<file path="src/rtl/spi_slave_pkg.sv">
package spi_slave_pkg;

  // --------------------------------------------------------------------------
  // sizes
  // --------------------------------------------------------------------------

  // register and spi byte width
  localparam int DATA_W    = 8;
  // register bank addressing
  localparam int ADDR_W    = 4;
  localparam int REG_COUNT = 16;
  // mosi and miso lane count
  localparam int LANES     = 4;
  // receive counter width, counts bits or nibbles within a byte
  localparam int BIT_CNT_W = 3;

  // --------------------------------------------------------------------------
  // types
  // --------------------------------------------------------------------------

  // static mode level, may change only while cs_n is high
  typedef struct packed {
    logic cpol;
    logic cpha;
  } spi_mode_t;

  typedef enum logic [7:0] {
    OP_WRITE = 8'h02,
    OP_READ  = 8'h03,
    OP_QREAD = 8'h6b
  } spi_op_e;

  // synchronized events, all in the sclk domain
  typedef struct packed {
    logic             sample;
    logic             shift;
    logic             frame_start;
    logic             frame_end;
    logic             active;
    logic [LANES-1:0] sdi;
  } spi_edges_t;

  typedef struct packed {
    logic              we;
    logic [ADDR_W-1:0] addr;
    logic [DATA_W-1:0] wdata;
  } reg_req_t;

  typedef struct packed {
    logic              load;
    logic              quad;
    logic [DATA_W-1:0] data;
  } tx_cmd_t;

endpackage

</file>
<file path="src/rtl/spi_edge_sync.sv">
module spi_edge_sync (
  input  logic                      sclk,
  input  logic                      arst_n,
  input  spi_slave_pkg::spi_mode_t  mode,
  input  logic                      spi_clk,
  input  logic                      cs_n,
  input  logic [spi_slave_pkg::LANES-1:0] mosi,
  output spi_slave_pkg::spi_edges_t edges
);

  logic clk_meta;
  logic clk_sync;
  logic clk_dly;
  logic cs_meta;
  logic cs_sync;
  logic cs_dly;
  logic [spi_slave_pkg::LANES-1:0] mosi_meta;
  logic [spi_slave_pkg::LANES-1:0] mosi_sync;

  logic clk_toggle;
  logic lead_edge;
  logic trail_edge;
  logic selected;
  spi_slave_pkg::spi_edges_t edges_next;

  // --------------------------------------------------------------------------
  // two-flop synchronizers plus one delay stage for edge detection
  // --------------------------------------------------------------------------

  // select idles high, so no false frame_start out of reset
  always_ff @(posedge sclk or negedge arst_n) begin
    if (!arst_n) begin
      clk_meta <= 1'b0;
      clk_sync <= 1'b0;
      clk_dly  <= 1'b0;
      cs_meta  <= 1'b1;
      cs_sync  <= 1'b1;
      cs_dly   <= 1'b1;
    end else begin
      clk_meta <= spi_clk;
      clk_sync <= clk_meta;
      clk_dly  <= clk_sync;
      cs_meta  <= cs_n;
      cs_sync  <= cs_meta;
      cs_dly   <= cs_sync;
    end
  end

  always_ff @(posedge sclk) begin
    mosi_meta <= mosi;
    mosi_sync <= mosi_meta;
  end

  // --------------------------------------------------------------------------
  // edge classification
  // --------------------------------------------------------------------------

  // leading edge moves spi_clk away from its idle level (cpol)
  assign clk_toggle = clk_sync ^ clk_dly;
  assign lead_edge  = clk_toggle && (clk_sync != mode.cpol);
  assign trail_edge = clk_toggle && (clk_sync == mode.cpol);
  assign selected   = !cs_sync;

  always_comb begin
    edges_next.sample      = selected && (mode.cpha ? trail_edge : lead_edge);
    edges_next.shift       = selected && (mode.cpha ? lead_edge : trail_edge);
    edges_next.frame_start = cs_dly && !cs_sync;
    edges_next.frame_end   = !cs_dly && cs_sync;
    edges_next.active      = selected;
    edges_next.sdi         = mosi_sync;
  end

  // strobes land on the third sclk edge after the pin changes
  always_ff @(posedge sclk or negedge arst_n) begin
    if (!arst_n) begin
      edges <= '0;
    end else begin
      edges <= edges_next;
    end
  end

endmodule

</file>
<file path="src/rtl/spi_shift_reg.sv">
module spi_shift_reg (
  input  logic                             sclk,
  input  logic                             arst_n,
  input  logic                             quad_mode,
  input  spi_slave_pkg::spi_edges_t        edges,
  input  spi_slave_pkg::tx_cmd_t           tx_cmd,
  output logic                             rx_valid,
  output logic [spi_slave_pkg::DATA_W-1:0] rx_byte,
  output logic [spi_slave_pkg::LANES-1:0]  miso,
  output logic [spi_slave_pkg::LANES-1:0]  miso_oe
);

  localparam int DW = spi_slave_pkg::DATA_W;
  localparam int LW = spi_slave_pkg::LANES;

  logic [DW-1:0] rx_sh;
  logic [DW-1:0] rx_next;
  logic [spi_slave_pkg::BIT_CNT_W-1:0] rx_cnt;
  logic rx_last;

  logic [DW-1:0] tx_sh;
  logic tx_quad;
  logic tx_en;
  logic primed;

  // --------------------------------------------------------------------------
  // receive side
  // --------------------------------------------------------------------------

  // quad mode takes a whole nibble per sample strobe
  assign rx_next = quad_mode ? {rx_sh[DW-LW-1:0], edges.sdi} : {rx_sh[DW-2:0], edges.sdi[0]};
  assign rx_last = quad_mode ? (rx_cnt == spi_slave_pkg::BIT_CNT_W'(DW / LW - 1))
                             : (rx_cnt == spi_slave_pkg::BIT_CNT_W'(DW - 1));

  always_ff @(posedge sclk or negedge arst_n) begin
    if (!arst_n) begin
      rx_cnt   <= '0;
      rx_valid <= 1'b0;
    end else begin
      rx_valid <= edges.sample && rx_last;
      // a partial byte is dropped at either frame boundary
      if (edges.frame_start || edges.frame_end) begin
        rx_cnt <= '0;
      end else if (edges.sample) begin
        rx_cnt <= rx_last ? '0 : rx_cnt + 1'b1;
      end
    end
  end

  always_ff @(posedge sclk) begin
    if (edges.sample) begin
      rx_sh <= rx_next;
      if (rx_last) begin
        rx_byte <= rx_next;
      end
    end
  end

  // --------------------------------------------------------------------------
  // transmit side
  // --------------------------------------------------------------------------

  // the shift strobe right after a load launches the bit already shown
  always_ff @(posedge sclk or negedge arst_n) begin
    if (!arst_n) begin
      tx_en   <= 1'b0;
      tx_quad <= 1'b0;
      primed  <= 1'b0;
    end else if (edges.frame_end) begin
      tx_en  <= 1'b0;
      primed <= 1'b0;
    end else if (tx_cmd.load) begin
      tx_en   <= 1'b1;
      tx_quad <= tx_cmd.quad;
      primed  <= 1'b1;
    end else if (edges.shift && tx_en) begin
      primed <= 1'b0;
    end
  end

  always_ff @(posedge sclk) begin
    if (tx_cmd.load) begin
      tx_sh <= tx_cmd.data;
    end else if (edges.shift && tx_en && !primed) begin
      tx_sh <= tx_quad ? {tx_sh[DW-LW-1:0], {LW{1'b0}}} : {tx_sh[DW-2:0], 1'b0};
    end
  end

  // lane 0 only in single mode, top nibble on all lanes in quad mode
  always_comb begin
    miso    = '0;
    miso_oe = '0;
    if (tx_en) begin
      if (tx_quad) begin
        miso    = tx_sh[DW-1:DW-LW];
        miso_oe = '1;
      end else begin
        miso[0]    = tx_sh[DW-1];
        miso_oe[0] = 1'b1;
      end
    end
  end

endmodule

</file>
<file path="src/rtl/spi_slave_ctrl.sv">
module spi_slave_ctrl (
  input  logic                             sclk,
  input  logic                             arst_n,
  input  spi_slave_pkg::spi_edges_t        edges,
  input  logic                             rx_valid,
  input  logic [spi_slave_pkg::DATA_W-1:0] rx_byte,
  input  logic [spi_slave_pkg::DATA_W-1:0] rdata,
  output spi_slave_pkg::tx_cmd_t           tx_cmd,
  output spi_slave_pkg::reg_req_t          reg_req,
  output logic                             quad_mode
);

  typedef enum logic [2:0] {
    ST_IDLE,
    ST_CMD,
    ST_ADDR,
    ST_WRITE_DATA,
    ST_READ_DATA,
    ST_DISCARD
  } state_e;

  state_e state;
  spi_slave_pkg::spi_op_e op;
  logic [spi_slave_pkg::ADDR_W-1:0] addr;
  logic load;

  // --------------------------------------------------------------------------
  // frame FSM
  // --------------------------------------------------------------------------

  always_ff @(posedge sclk or negedge arst_n) begin
    if (!arst_n) begin
      state     <= ST_IDLE;
      op        <= spi_slave_pkg::OP_WRITE;
      addr      <= '0;
      load      <= 1'b0;
      quad_mode <= 1'b0;
    end else begin
      load <= 1'b0;
      if (edges.frame_end) begin
        // cs_n high ends any frame, wherever it is
        state     <= ST_IDLE;
        quad_mode <= 1'b0;
      end else begin
        case (state)
          ST_IDLE: begin
            if (edges.active) begin
              state <= ST_CMD;
            end
          end
          ST_CMD: begin
            if (rx_valid) begin
              case (rx_byte)
                spi_slave_pkg::OP_WRITE,
                spi_slave_pkg::OP_READ,
                spi_slave_pkg::OP_QREAD: begin
                  op    <= spi_slave_pkg::spi_op_e'(rx_byte);
                  state <= ST_ADDR;
                end
                default: state <= ST_DISCARD;
              endcase
            end
          end
          ST_ADDR: begin
            if (rx_valid) begin
              addr <= rx_byte[spi_slave_pkg::ADDR_W-1:0];
              if (op == spi_slave_pkg::OP_WRITE) begin
                state <= ST_WRITE_DATA;
              end else begin
                // first read byte goes out right after the address
                state     <= ST_READ_DATA;
                load      <= 1'b1;
                quad_mode <= (op == spi_slave_pkg::OP_QREAD);
              end
            end
          end
          ST_WRITE_DATA: begin
            if (rx_valid) begin
              addr <= addr + 1'b1;
            end
          end
          ST_READ_DATA: begin
            // each finished byte moves on to the next register
            if (rx_valid) begin
              addr <= addr + 1'b1;
              load <= 1'b1;
            end
          end
          ST_DISCARD: begin
            // unknown opcode, wait for cs_n to rise
          end
          default: state <= ST_IDLE;
        endcase
      end
    end
  end

  // --------------------------------------------------------------------------
  // register access and transmit load
  // --------------------------------------------------------------------------

  // write strobe in the same cycle as rx_valid
  always_comb begin
    reg_req.we    = (state == ST_WRITE_DATA) && rx_valid;
    reg_req.addr  = addr;
    reg_req.wdata = rx_byte;
  end

  // rdata follows addr, already advanced when load is high
  always_comb begin
    tx_cmd.load = load;
    tx_cmd.quad = quad_mode;
    tx_cmd.data = rdata;
  end

endmodule

</file>
<file path="src/rtl/spi_reg_bank.sv">
module spi_reg_bank (
  input  logic                             sclk,
  input  logic                             arst_n,
  input  spi_slave_pkg::reg_req_t          reg_req,
  output logic [spi_slave_pkg::DATA_W-1:0] rdata
);

  logic [spi_slave_pkg::DATA_W-1:0] regs [spi_slave_pkg::REG_COUNT];

  // --------------------------------------------------------------------------
  // write port
  // --------------------------------------------------------------------------

  // all registers read back zero after reset
  always_ff @(posedge sclk or negedge arst_n) begin
    if (!arst_n) begin
      for (int i = 0; i < spi_slave_pkg::REG_COUNT; i++) begin
        regs[i] <= '0;
      end
    end else if (reg_req.we) begin
      regs[reg_req.addr] <= reg_req.wdata;
    end
  end

  // --------------------------------------------------------------------------
  // read port
  // --------------------------------------------------------------------------

  // combinational, so the controller sees the new address at once
  assign rdata = regs[reg_req.addr];

endmodule

</file>
<file path="src/rtl/spi_slave_top.sv">
module spi_slave_top (
  input  logic                            sclk,
  input  logic                            arst_n,
  input  spi_slave_pkg::spi_mode_t        mode,
  input  logic                            spi_clk,
  input  logic                            cs_n,
  input  logic [spi_slave_pkg::LANES-1:0] mosi,
  output logic [spi_slave_pkg::LANES-1:0] miso,
  output logic [spi_slave_pkg::LANES-1:0] miso_oe
);

  spi_slave_pkg::spi_edges_t        edges;
  spi_slave_pkg::tx_cmd_t           tx_cmd;
  spi_slave_pkg::reg_req_t          reg_req;
  logic                             rx_valid;
  logic [spi_slave_pkg::DATA_W-1:0] rx_byte;
  logic [spi_slave_pkg::DATA_W-1:0] rdata;
  logic                             quad_mode;

  // pin sampling into the sclk domain
  spi_edge_sync spi_edge_sync_inst (
    .sclk    (sclk),
    .arst_n  (arst_n),
    .mode    (mode),
    .spi_clk (spi_clk),
    .cs_n    (cs_n),
    .mosi    (mosi),
    .edges   (edges)
  );

  spi_shift_reg spi_shift_reg_inst (
    .sclk      (sclk),
    .arst_n    (arst_n),
    .quad_mode (quad_mode),
    .edges     (edges),
    .tx_cmd    (tx_cmd),
    .rx_valid  (rx_valid),
    .rx_byte   (rx_byte),
    .miso      (miso),
    .miso_oe   (miso_oe)
  );

  spi_slave_ctrl spi_slave_ctrl_inst (
    .sclk      (sclk),
    .arst_n    (arst_n),
    .edges     (edges),
    .rx_valid  (rx_valid),
    .rx_byte   (rx_byte),
    .rdata     (rdata),
    .tx_cmd    (tx_cmd),
    .reg_req   (reg_req),
    .quad_mode (quad_mode)
  );

  spi_reg_bank spi_reg_bank_inst (
    .sclk    (sclk),
    .arst_n  (arst_n),
    .reg_req (reg_req),
    .rdata   (rdata)
  );

endmodule

</file>
<file path="config.mk">
export PLATFORM = sky130hd
export DESIGN_NAME = spi_slave_top
export DESIGN_NICKNAME = d
export VERILOG_FILES = /design/src/rtl/spi_slave_pkg.sv /design/src/rtl/spi_edge_sync.sv /design/src/rtl/spi_shift_reg.sv /design/src/rtl/spi_slave_ctrl.sv /design/src/rtl/spi_reg_bank.sv /design/src/rtl/spi_slave_top.sv
export SDC_FILE = /design/constraint.sdc
export NUM_CORES = 1
export LEC_CHECK = 0
export CAP_MARGIN = 5
export CORE_ASPECT_RATIO = 0.7
export CORE_UTILIZATION = 68
export DETAILED_ROUTE_END_ITERATION = 10
export DONT_BUFFER_PORTS = 1
export PLACE_DENSITY = 0.84
export RECOVER_POWER = 50
export SYNTH_ARGS = -nofsm -noshare
export SYNTH_HDL_FRONTEND = slang
export SYNTH_SLANG_ARGS = --single-unit
</file>
<file path="constraint.sdc">
create_clock -name sclk -period 3.5 [get_ports sclk]
set_input_delay 0.7 -clock sclk [delete_from_list [all_inputs] [get_ports sclk]]
set_output_delay 0.7 -clock sclk [all_outputs]
set_load 0.01 [all_outputs]
</file>
==> results of run 1 <==
flip-flops by register name, indices dropped and copies added, names as in the netlist, 3 cells and up:
register and count:
spi_slave_ctrl_inst.op 8, spi_edge_sync_inst.mosi_meta 4, spi_slave_ctrl_inst.state 3, spi_shift_reg_inst.tx_sh 8
spi_slave_ctrl_inst.addr 4, spi_edge_sync_inst.mosi_sync 4, spi_edge_sync_inst.edges 9, spi_shift_reg_inst.rx_byte 8
spi_shift_reg_inst.rx_sh 7, spi_shift_reg_inst.rx_cnt 3, spi_reg_bank_inst.regs 128
final timing paths:
| path | start | to | depth (start not counted) |
|---|---|---|---|
| min | arst_n | spi_slave_ctrl_inst.op[5] | 0 |
| min in group sclk | cs_n | spi_edge_sync_inst.cs_meta | 0 |
| min reg2reg | spi_edge_sync_inst.mosi_meta[1] | spi_edge_sync_inst.mosi_sync[1] | 0 |
| max in group asynchronous | arst_n | spi_edge_sync_inst.cs_dly | 0 |
| max reg2reg | spi_slave_ctrl_inst.addr[3] | spi_reg_bank_inst.regs[44] | 3 |
| max | spi_slave_ctrl_inst.addr[3] | spi_reg_bank_inst.regs[44] | 3 |
routing by layer:
metal	track usage (%)	wire length [µm]	vias to the layer above	part of all wire [%]
li1	-	-	2192	-
met4	9.28	284	2	1.5
met2	42.3	8230	203	45
met5	0	13	-	0.071
met1	46.5	8390	2665	46
met3	9.12	1460	30	7.9
layout make-up:
type / count / share of cell area [%]
Sequential cell: 198 / 53.3
Clock buffer: 18 / 4.77
Inverter: 9 / 0.358
Clock inverter: 14 / 1.88
Tap cell: 162 / 2.15
Multi-Input combinational cell: 360 / 37.2
Timing Repair Buffer: 4 / 0.318
cells by family (layout without fill, tap and decap cells):
kind of cell | count (synthesis) | in the layout
simple gates | 111 | 111
flops | 198 | 198
xor+xnor | 3 | 3
compound gates | 50 | 50
fa+ha+maj | 5 | 5
buf+inv | 48 | 45
mux | 191 | 191
Yosys cell counts (11+ instances only):
| library cell | number | area (µm²) |
|---|---|---|
| sky130_fd_sc_hd__nand3_1 | 11 | 55.1 |
| sky130_fd_sc_hd__mux2i_1 | 22 | 220 |
| sky130_fd_sc_hd__buf_2 | 12 | 60.1 |
| sky130_fd_sc_hd__dfrtp_1 | 163 | 4080 |
| sky130_fd_sc_hd__mux4_2 | 24 | 541 |
| sky130_fd_sc_hd__edfxtp_1 | 23 | 691 |
| sky130_fd_sc_hd__nor2_1 | 17 | 63.8 |
| sky130_fd_sc_hd__nand2_1 | 25 | 93.8 |
| sky130_fd_sc_hd__clkbuf_1 | 21 | 78.8 |
| sky130_fd_sc_hd__nor2b_1 | 13 | 81.3 |
| sky130_fd_sc_hd__mux2_1 | 128 | 1440 |
| sky130_fd_sc_hd__and2_1 | 11 | 68.8 |
worst max-delay path, cell delays in order, from the launching register on:
cell and delay (ns):
sky130_fd_sc_hd__dfrtp_1 1.01, sky130_fd_sc_hd__nand2_1 0.36, sky130_fd_sc_hd__nor2_2 0.54, sky130_fd_sc_hd__mux2_1 0.37
power by group:
part	internal [mW]	switching (mW)	total [mW]
sequential	2.35	0.0496	2.40
combinational	0.0643	0.0648	0.129
clock	1.07	0.972	2.05
total	3.49	1.09	4.58
==> flow_summary.yaml, run 1 <==
synth:
  synthesis.yosys.warnings: 0
  syn-cell-area_mm2: 0.00877
  async_reset_ff_share_pct: 84.3
  largest_family_of_logic_cells_by_synthesized_area: "multiplexers"
  yosys.area_share.xor_xnor_pct: 0.300
  number_of_synthesized_register_bits: 198
  synth_compound_gate_area_share_pct: 3.95
  yosys.area_share.adder_pct: 0.713
  synth_enable_flop_cells: 23
  share_of_synthesized_area_occupied_by_flip_flops_and_latches_pct: 57.4
  syn_avg_cell_area_um2: 14.5
  multiplexer_area_fraction_after_synthesis_pct: 28.0
  synth-simple-area-share_pct: 7.11
  mappedNetlistNets: 621
  ys_types: 57
  ys_dominant_reg_cell: "sky130_fd_sc_hd__dfrtp_1"
  netlist_instances: 606
clock_tree:
  clk-insertion-delay-late_ns: 0.45
  number_of_sinks_handled_by_clock_tree_synthesis: 198
  numCtsBuffers: 17
  cts_tree: "built"
  post-cts-setup-buffers: 0
  clock_pin_slew_on_the_worst_setup_and_hold_paths_ns: 0.08
  cts.root.buffer_cell: "sky130_fd_sc_hd__clkbuf_16"
  cts_buffer_depth: 2
  cts-htree-levels: 4
  cts_resized: 0
worst_setup_path:
  cp_data_arrival_time_ns: 2.73
  cp_data_required_time_ns: 3.82
  critical_path.startpoint_type: "flip-flop"
  critical_path.endpoint_type: "flip-flop"
  rrSetupSlack_ns: 1.09
  critical_path.max_fanout: 23
  worst-setup-path-type: "flip-flop to flip-flop"
floorplan:
  die_area_mm2: 0.0134
  core_area_mm2: 0.0125
  num_rows: 34
  fp.dieW_um: 138
  die_h_um: 97.0
  io-pin-count: 18
  floorplan.initialDensity_pct: 70.1
placement:
  port_buffers: 0
  place_inst: 733
  post_dp_cell_area_mm2: 0.00881
  dp_worst_setup_slack_ns: 1.10
  gp_routability_congestion: 0.874
  dp_hpwl_mm: 11.8
power_and_ir_drop:
  power.leakage_nw: 4.47
  peakVddDrop_v: 0.000413
  total_power_mw: 4.58
  power_density_mw_per_mm2: 485
route:
  route.antenna.remaining_nets: 0
  post-route-drc-count: 0
  routed_wire_length_per_instance_um: 24.0
  detailedRoute.firstIterationViolations: 544
  drt_wl_total_mm: 18.4
  vias: 5092
  viasPerCell: 6.66
  first_pass_iters: 5
sta:
  final_hold_viol_count: 163
  period_share_pct: 68.8
  final_setup_violation_count: 0
  worst_clock_skew_ns: 0.0116
  grt_setup_unrepaired: "no"
  fin_tns_setup_ns: 0
  timing.final.max_slew_violations: 0
  slew-limit-headroom_pct: 32.6
  fin_ws_ns: 1.09
  tightestPinTransition_ns: 1.01
  final.min_clock_period_ns: 2.41
  maxClockFrequency_ghz: 0.416
  fin_worst_hold_slack_ns: -0.0560
global_route:
  grt_remaining_overflow: 0
  vias_in_the_first_global_route: 5154
  grt_pass1_wl_mm: 29.4
  antenna_found_initial: 1
  grt_max_degree: 168
  grtUsageTotal_pct: 30.5
hold_path:
  worstHoldPathType: "primary input to asynchronous set/reset pin"
finish:
  mostFrequentLayoutCells: "sky130_fd_sc_hd__dfrtp_1, sky130_fd_sc_hd__mux2_1, sky130_fd_sc_hd__nand2_1"
  layout.cells.most_common: "sky130_fd_sc_hd__dfrtp_1"
  layout-drive-gt1-share_pct: 15.4
  antenna-diode-count: 0
  layout_filler_cell_count: 707
  area_growth_syn_to_layout_pct: 7.69
  post-route-cell-area_mm2: 0.00944
  finish.cell_count_without_fillers: 765
  area_of_the_multi_input_gates_mm2: 0.00351
  final_core_util_pct: 75.5
  design.final.nets: 605
  register_area_mm2: 0.00504
run_status:
  violations: "negative hold slack"
  outcome: "finished, violations left"
flow_run:
  drv.max_cap_violation_count: 0
No activity file was read; power rests on OpenSTA's default activity.
==> run 2, diff against run 1 <==
- CORE_UTILIZATION: 68 -> 63
- PLACE_DENSITY: 0.84 -> 0.79
- clock period: 3.5 -> 2.3 ns (I/O delays scaled with it)
==> flow_summary.yaml, run 2 (synthesized netlist as in run 1, its figures left out) <==
flow_run:
  drv.max_cap_violation_count: 0
floorplan:
  die_area_mm2: 0.0144
  core_area_mm2: 0.0134
  die_h_um: 101
  io-pin-count: 18
  fp.dieW_um: 143
  floorplan.initialDensity_pct: 65.6
  num_rows: 35
finish:
  layout_filler_cell_count: 835
  design.final.nets: 636
  area_growth_syn_to_layout_pct: 10.3
  mostFrequentLayoutCells: "sky130_fd_sc_hd__dfrtp_1, sky130_fd_sc_hd__mux2_1, sky130_fd_sc_hd__buf_4"
  layout-drive-gt1-share_pct: 19.2
  largest_register_ffs: 128
  biggest_registers_after_layout: "spi_reg_bank_inst.regs x128, spi_edge_sync_inst.edges x9"
  final_core_util_pct: 72.4
  registers.top_by_ff_count: "spi_reg_bank_inst.regs"
  layout.cells.most_common: "sky130_fd_sc_hd__dfrtp_1"
  antenna-diode-count: 0
power_and_ir_drop:
  power_density_mw_per_mm2: 716
  peakVddDrop_v: 0.000460
  power.leakage_nw: 4.61
  total_power_mw: 6.92
global_route:
  grt_max_degree: 168
  vias_in_the_first_global_route: 5428
  grt.met3_usage_pct: 5.18
  grtUsageTotal_pct: 29.0
  grt_remaining_overflow: 0
  grt_pass1_wl_mm: 30.4
  groute.layer.met2.usage_pct: 42.4
  globalRoute.busiestLayer: "met1"
  grt_use_met1_pct: 43.9
  antenna_found_initial: 0
sta:
  fin_tns_setup_ns: 0
  fin_worst_hold_slack_ns: -0.285
  grt_setup_unrepaired: "no"
  final_setup_violation_count: 0
  timing.final.max_slew_violations: 0
  maxClockFrequency_ghz: 0.467
  final_hold_viol_count: 167
  fin_ws_ns: 0.157
  final.min_clock_period_ns: 2.14
  worst_clock_skew_ns: 0.0115
  slew-limit-headroom_pct: 53.0
  tightestPinTransition_ns: 0.696
  period_share_pct: 93.2
hold_path:
  worstHoldPathType: "primary input to asynchronous set/reset pin"
clock_tree:
  number_of_sinks_handled_by_clock_tree_synthesis: 198
  cts_resized: 0
  cts-htree-levels: 4
  post-cts-setup-buffers: 0
  clock_pin_slew_on_the_worst_setup_and_hold_paths_ns: 0.07
  numCtsBuffers: 17
  cts_tree: "built"
  cts_buffer_depth: 2
  cts.root.buffer_cell: "sky130_fd_sc_hd__clkbuf_16"
  clk-insertion-delay-late_ns: 0.44
worst_setup_path:
  cp_data_arrival_time_ns: 2.46
  critical_path.startpoint_type: "flip-flop"
  r2r-end: "spi_reg_bank_inst.regs[33]"
  worst-setup-path-type: "flip-flop to flip-flop"
  critical_path.endpoint_type: "flip-flop"
  rr_worst_depth: 5
  cp_data_required_time_ns: 2.61
  rrSetupSlack_ns: 0.16
  rr_startpoint: "spi_slave_ctrl_inst.addr[0]"
  critical_path.max_fanout: 9
placement:
  dp_worst_setup_slack_ns: 0.204
  gp_routability_congestion: 0.842
  port_buffers: 0
  dp_hpwl_mm: 12.5
run_status:
  outcome: "finished, violations left"
  violations: "negative hold slack"
route:
  viasPerCell: 6.36
  detailedRoute.firstIterationViolations: 485
  routed_wire_length_per_instance_um: 22.8
  vias: 5210
  drt_wl_total_mm: 18.7
  first_pass_iters: 5
  route.antenna.remaining_nets: 0
  post-route-drc-count: 0
-- run 2: cell types whose count changed in the layout (fill, tap and decap cells not counted), sizes merged --
cell and change:
buf +31, bufinv +1, clkbuf +1, clkinv -2
-- run 2: metal layers --
metal | vias up | routed length (µm)
li1 | 2263 | -
met1 | 2722 | 8950
met2 | 194 | 8260
met3 | 31 | 1110
met4 | 0 | 333
met5 | - | 0
-- run 2: area by class of cell --
class	instances	area, µm²	share of cell area, %
Clock buffer	19	433	4.48
Clock inverter	13	160	1.66
Inverter	9	33.8	0.349
Multi-Input combinational cell	360	3510	36.3
Sequential cell	198	5040	52.1
Tap cell	185	231	2.39
Timing Repair Buffer	35	263	2.72
-- run 2: power breakdown --
part	switching (mW)	internal, mW	total [mW]
registers	0.0504	3.58	3.63
logic	0.144	0.118	0.262
clock network	1.39	1.64	3.03
total	1.58	5.34	6.92
-- run 2: how the worst max path moves through the flow --
stage / startpoint / end / slack [ns] / cells after the start
detailed placement: spi_slave_ctrl_inst.addr[0] / spi_reg_bank_inst.regs[37] / 0.20 / 5
floorplan: spi_slave_ctrl_inst.addr[1] / spi_reg_bank_inst.regs[112] / 0.16 / 9
CTS: spi_slave_ctrl_inst.addr[0] / spi_reg_bank_inst.regs[33] / 0.16 / 5
global placement: spi_slave_ctrl_inst.addr[1] / spi_reg_bank_inst.regs[53] / 0.24 / 5
finish: spi_slave_ctrl_inst.addr[0] / spi_reg_bank_inst.regs[33] / 0.16 / 5
global route: spi_slave_ctrl_inst.addr[0] / spi_reg_bank_inst.regs[33] / 0.02 / 5
-- run 2: worst max-delay path, stage by stage, from the launching register on --
cell and delay (ns):
sky130_fd_sc_hd__dfrtp_1 0.60, sky130_fd_sc_hd__buf_4 0.20, sky130_fd_sc_hd__ha_1 0.18, sky130_fd_sc_hd__and2_1 0.23
sky130_fd_sc_hd__nand2_1 0.36, sky130_fd_sc_hd__mux2_1 0.45
-- run 2: stage by stage --
step	instance area, µm²	instances
CTS	9670	819
detailed placement	9080	787
global placement	9080	787
global route	9670	819
finish	9670	819
floorplan	8770	606
==> run 3, diff against run 2 <==
- REMOVE_ABC_BUFFERS: unset -> 1
==> flow_summary.yaml, run 3 (synthesized netlist as in run 1, its figures left out) <==
sta:
  fin_ws_ns: 0.148
  fin_tns_setup_ns: 0
  slew-limit-headroom_pct: 54.1
  period_share_pct: 93.6
  fin_worst_hold_slack_ns: -0.290
  tightestPinTransition_ns: 0.679
  final_hold_viol_count: 167
  maxClockFrequency_ghz: 0.465
  grt_setup_unrepaired: "no"
  timing.final.max_slew_violations: 0
  worst_clock_skew_ns: 0.0126
  final_setup_violation_count: 0
  final.min_clock_period_ns: 2.15
clock_tree:
  cts.root.buffer_cell: "sky130_fd_sc_hd__clkbuf_16"
  cts-htree-levels: 4
  clk-insertion-delay-late_ns: 0.44
  numCtsBuffers: 17
  number_of_sinks_handled_by_clock_tree_synthesis: 198
  clock_pin_slew_on_the_worst_setup_and_hold_paths_ns: 0.08
  cts_hold_buffers: 1
  cts_buffer_depth: 2
  cts_tree: "built"
run_status:
  violations: "negative hold slack"
  outcome: "finished, violations left"
finish:
  layout-drive-gt1-share_pct: 18.8
  register_area_mm2: 0.00504
  layout.cells.most_common: "sky130_fd_sc_hd__dfrtp_1"
  antenna-diode-count: 0
  finish.cell_count_without_fillers: 814
  design.final.nets: 631
  largest_register_ffs: 128
  area_growth_syn_to_layout_pct: 10.4
  registers.top_by_ff_count: "spi_reg_bank_inst.regs"
  final_core_util_pct: 72.5
  biggest_registers_after_layout: "spi_reg_bank_inst.regs x128, spi_edge_sync_inst.edges x9"
  layout_filler_cell_count: 860
  area_of_the_multi_input_gates_mm2: 0.00351
  mostFrequentLayoutCells: "sky130_fd_sc_hd__dfrtp_1, sky130_fd_sc_hd__mux2_1, sky130_fd_sc_hd__buf_4"
route:
  drt_wl_total_mm: 18.6
  vias: 5185
  route.antenna.remaining_nets: 0
  routed_wire_length_per_instance_um: 22.8
  viasPerCell: 6.37
  post-route-drc-count: 0
  detailedRoute.firstIterationViolations: 355
  first_pass_iters: 4
global_route:
  grt_pass1_wl_mm: 30.0
  grtUsageTotal_pct: 28.8
  antenna_found_initial: 0
  grt_max_degree: 168
  vias_in_the_first_global_route: 5313
  grt_remaining_overflow: 0
worst_setup_path:
  critical_path.endpoint_type: "flip-flop"
  cp_data_required_time_ns: 2.63
  cp_data_arrival_time_ns: 2.48
  critical_path.startpoint_type: "flip-flop"
  crit_path_max_incr_delay_ns: 0.59
  critical_path.max_fanout: 11
  chain_of_cells_forming_the_critical_path: "and4_1 > o21ai_1 > or3_1 > mux2_4"
  critPathSlowestCell: "sky130_fd_sc_hd__edfxtp_1"
  worst-setup-path-type: "flip-flop to flip-flop"
power_and_ir_drop:
  peakVddDrop_v: 0.000607
  combinationalPowerShare_pct: 3.7
  p_switching_mw: 1.68
  clockPowerShare_pct: 44.0
  power.leakage_nw: 4.60
  flop_pwr_share_pct: 52.3
  power_density_mw_per_mm2: 718
  switching_share_pct: 24.1
  cellInternalPower_mw: 5.27
placement:
  dp_hpwl_mm: 12.5
  place_inst: 781
  dp_worst_setup_slack_ns: 0.201
  gp_routability_congestion: 0.891
  port_buffers: 0
floorplan:
  core_area_mm2: 0.0134
  die_area_mm2: 0.0144
  fp.dieW_um: 143
  floorplan.initialDensity_pct: 65.6
  num_rows: 35
  die_h_um: 101
  io-pin-count: 18
hold_path:
  worstHoldPathType: "primary input to asynchronous set/reset pin"
flow_run:
  drv.max_cap_violation_count: 0
-- run 3: cell count changes in the layout (fill, tap and decap cells not counted) --
cell                            previous run  this run
sky130_fd_sc_hd__buf_12                    0         1
sky130_fd_sc_hd__clkbuf_1                  2         0
sky130_fd_sc_hd__inv_8                     2         4
sky130_fd_sc_hd__clkinv_4                  3         1
sky130_fd_sc_hd__clkinvlp_4                1         0
sky130_fd_sc_hd__clkinv_2                  0         1
sky130_fd_sc_hd__dlygate4sd3_1             0         1
sky130_fd_sc_hd__clkinv_8                  0         6
sky130_fd_sc_hd__buf_4                    35        28
sky130_fd_sc_hd__bufinv_16                 2         1
sky130_fd_sc_hd__inv_6                     5         2
-- run 3: worst paths after layout --
check / start / to / slack [ns] / depth (start not counted)
worst max register to register: spi_shift_reg_inst.rx_byte[6] / spi_slave_ctrl_inst.op[0] / 0.15 / 4
worst min register to register: spi_edge_sync_inst.mosi_sync[0] / spi_edge_sync_inst.edges[0] / 0.33 / 0
worst min-delay path: arst_n / spi_slave_ctrl_inst.op[7] / -0.29 / 0
max in group asynchronous: arst_n / spi_reg_bank_inst.regs[117] / 2.30 / 0
worst max-delay path: spi_shift_reg_inst.rx_byte[6] / spi_slave_ctrl_inst.op[0] / 0.15 / 4
min in group sclk: mosi[3] / spi_edge_sync_inst.mosi_meta[3] / 0.04 / 0
-- run 3: worst max-delay path, delay by kind of cell, from the launching register on --
family          cells  cell delay [ns]
compound gates      1             0.41
mux                 1             0.33
flops               1             0.59
simple gates        2             0.69
-- run 3: power groups by stage --
stage / logic [mW] / registers, mW / clock network, mW
2_1_floorplan: 0.163 / 3.70 / 0
3_3_place_gp: 0.224 / 3.70 / 0
3_5_place_dp: 0.238 / 3.70 / 0
4_1_cts: 0.246 / 3.64 / 3.11
5_1_grt: 0.271 / 3.64 / 3.26
6_report: 0.255 / 3.64 / 3.06
-- run 3: cell type report --
cell class	instances	share of cell area (%)
timing repair buffer	30	2.48
inverter	9	0.349
multi-input combinational	360	36.3
clock inverter	15	2.11
tap	185	2.39
sequential	198	52.0
clock buffer	17	4.39
-- run 3: stage by stage --
step	power (mW)	instance area (µm²)
global route	7.17	9680
global placement	3.92	9040
finish	6.95	9680
CTS	6.99	9680
detailed placement	3.94	9040
floorplan	3.87	8580
-- run 3: routing by layer --
| metal | wire (µm) | track usage (%) | vias to the layer above | share of wire [%] |
|---|---|---|---|---|
| met5 | 0 | 0 | - | 0 |
| met4 | 252 | 8.27 | 0 | 1.4 |
| met3 | 1180 | 6.08 | 22 | 6.4 |
| met2 | 8550 | 43.2 | 177 | 46 |
| met1 | 8600 | 42.8 | 2736 | 46 |
| li1 | - | - | 2250 | - |
-- run 3: timing repair --
| item | 4_1_cts | 5_1_grt |
|---|---|---|
| resized for setup | 0 | 0 |
| hold endpoints to repair | 168 | 167 |
| buffers inserted | 0 | 0 |
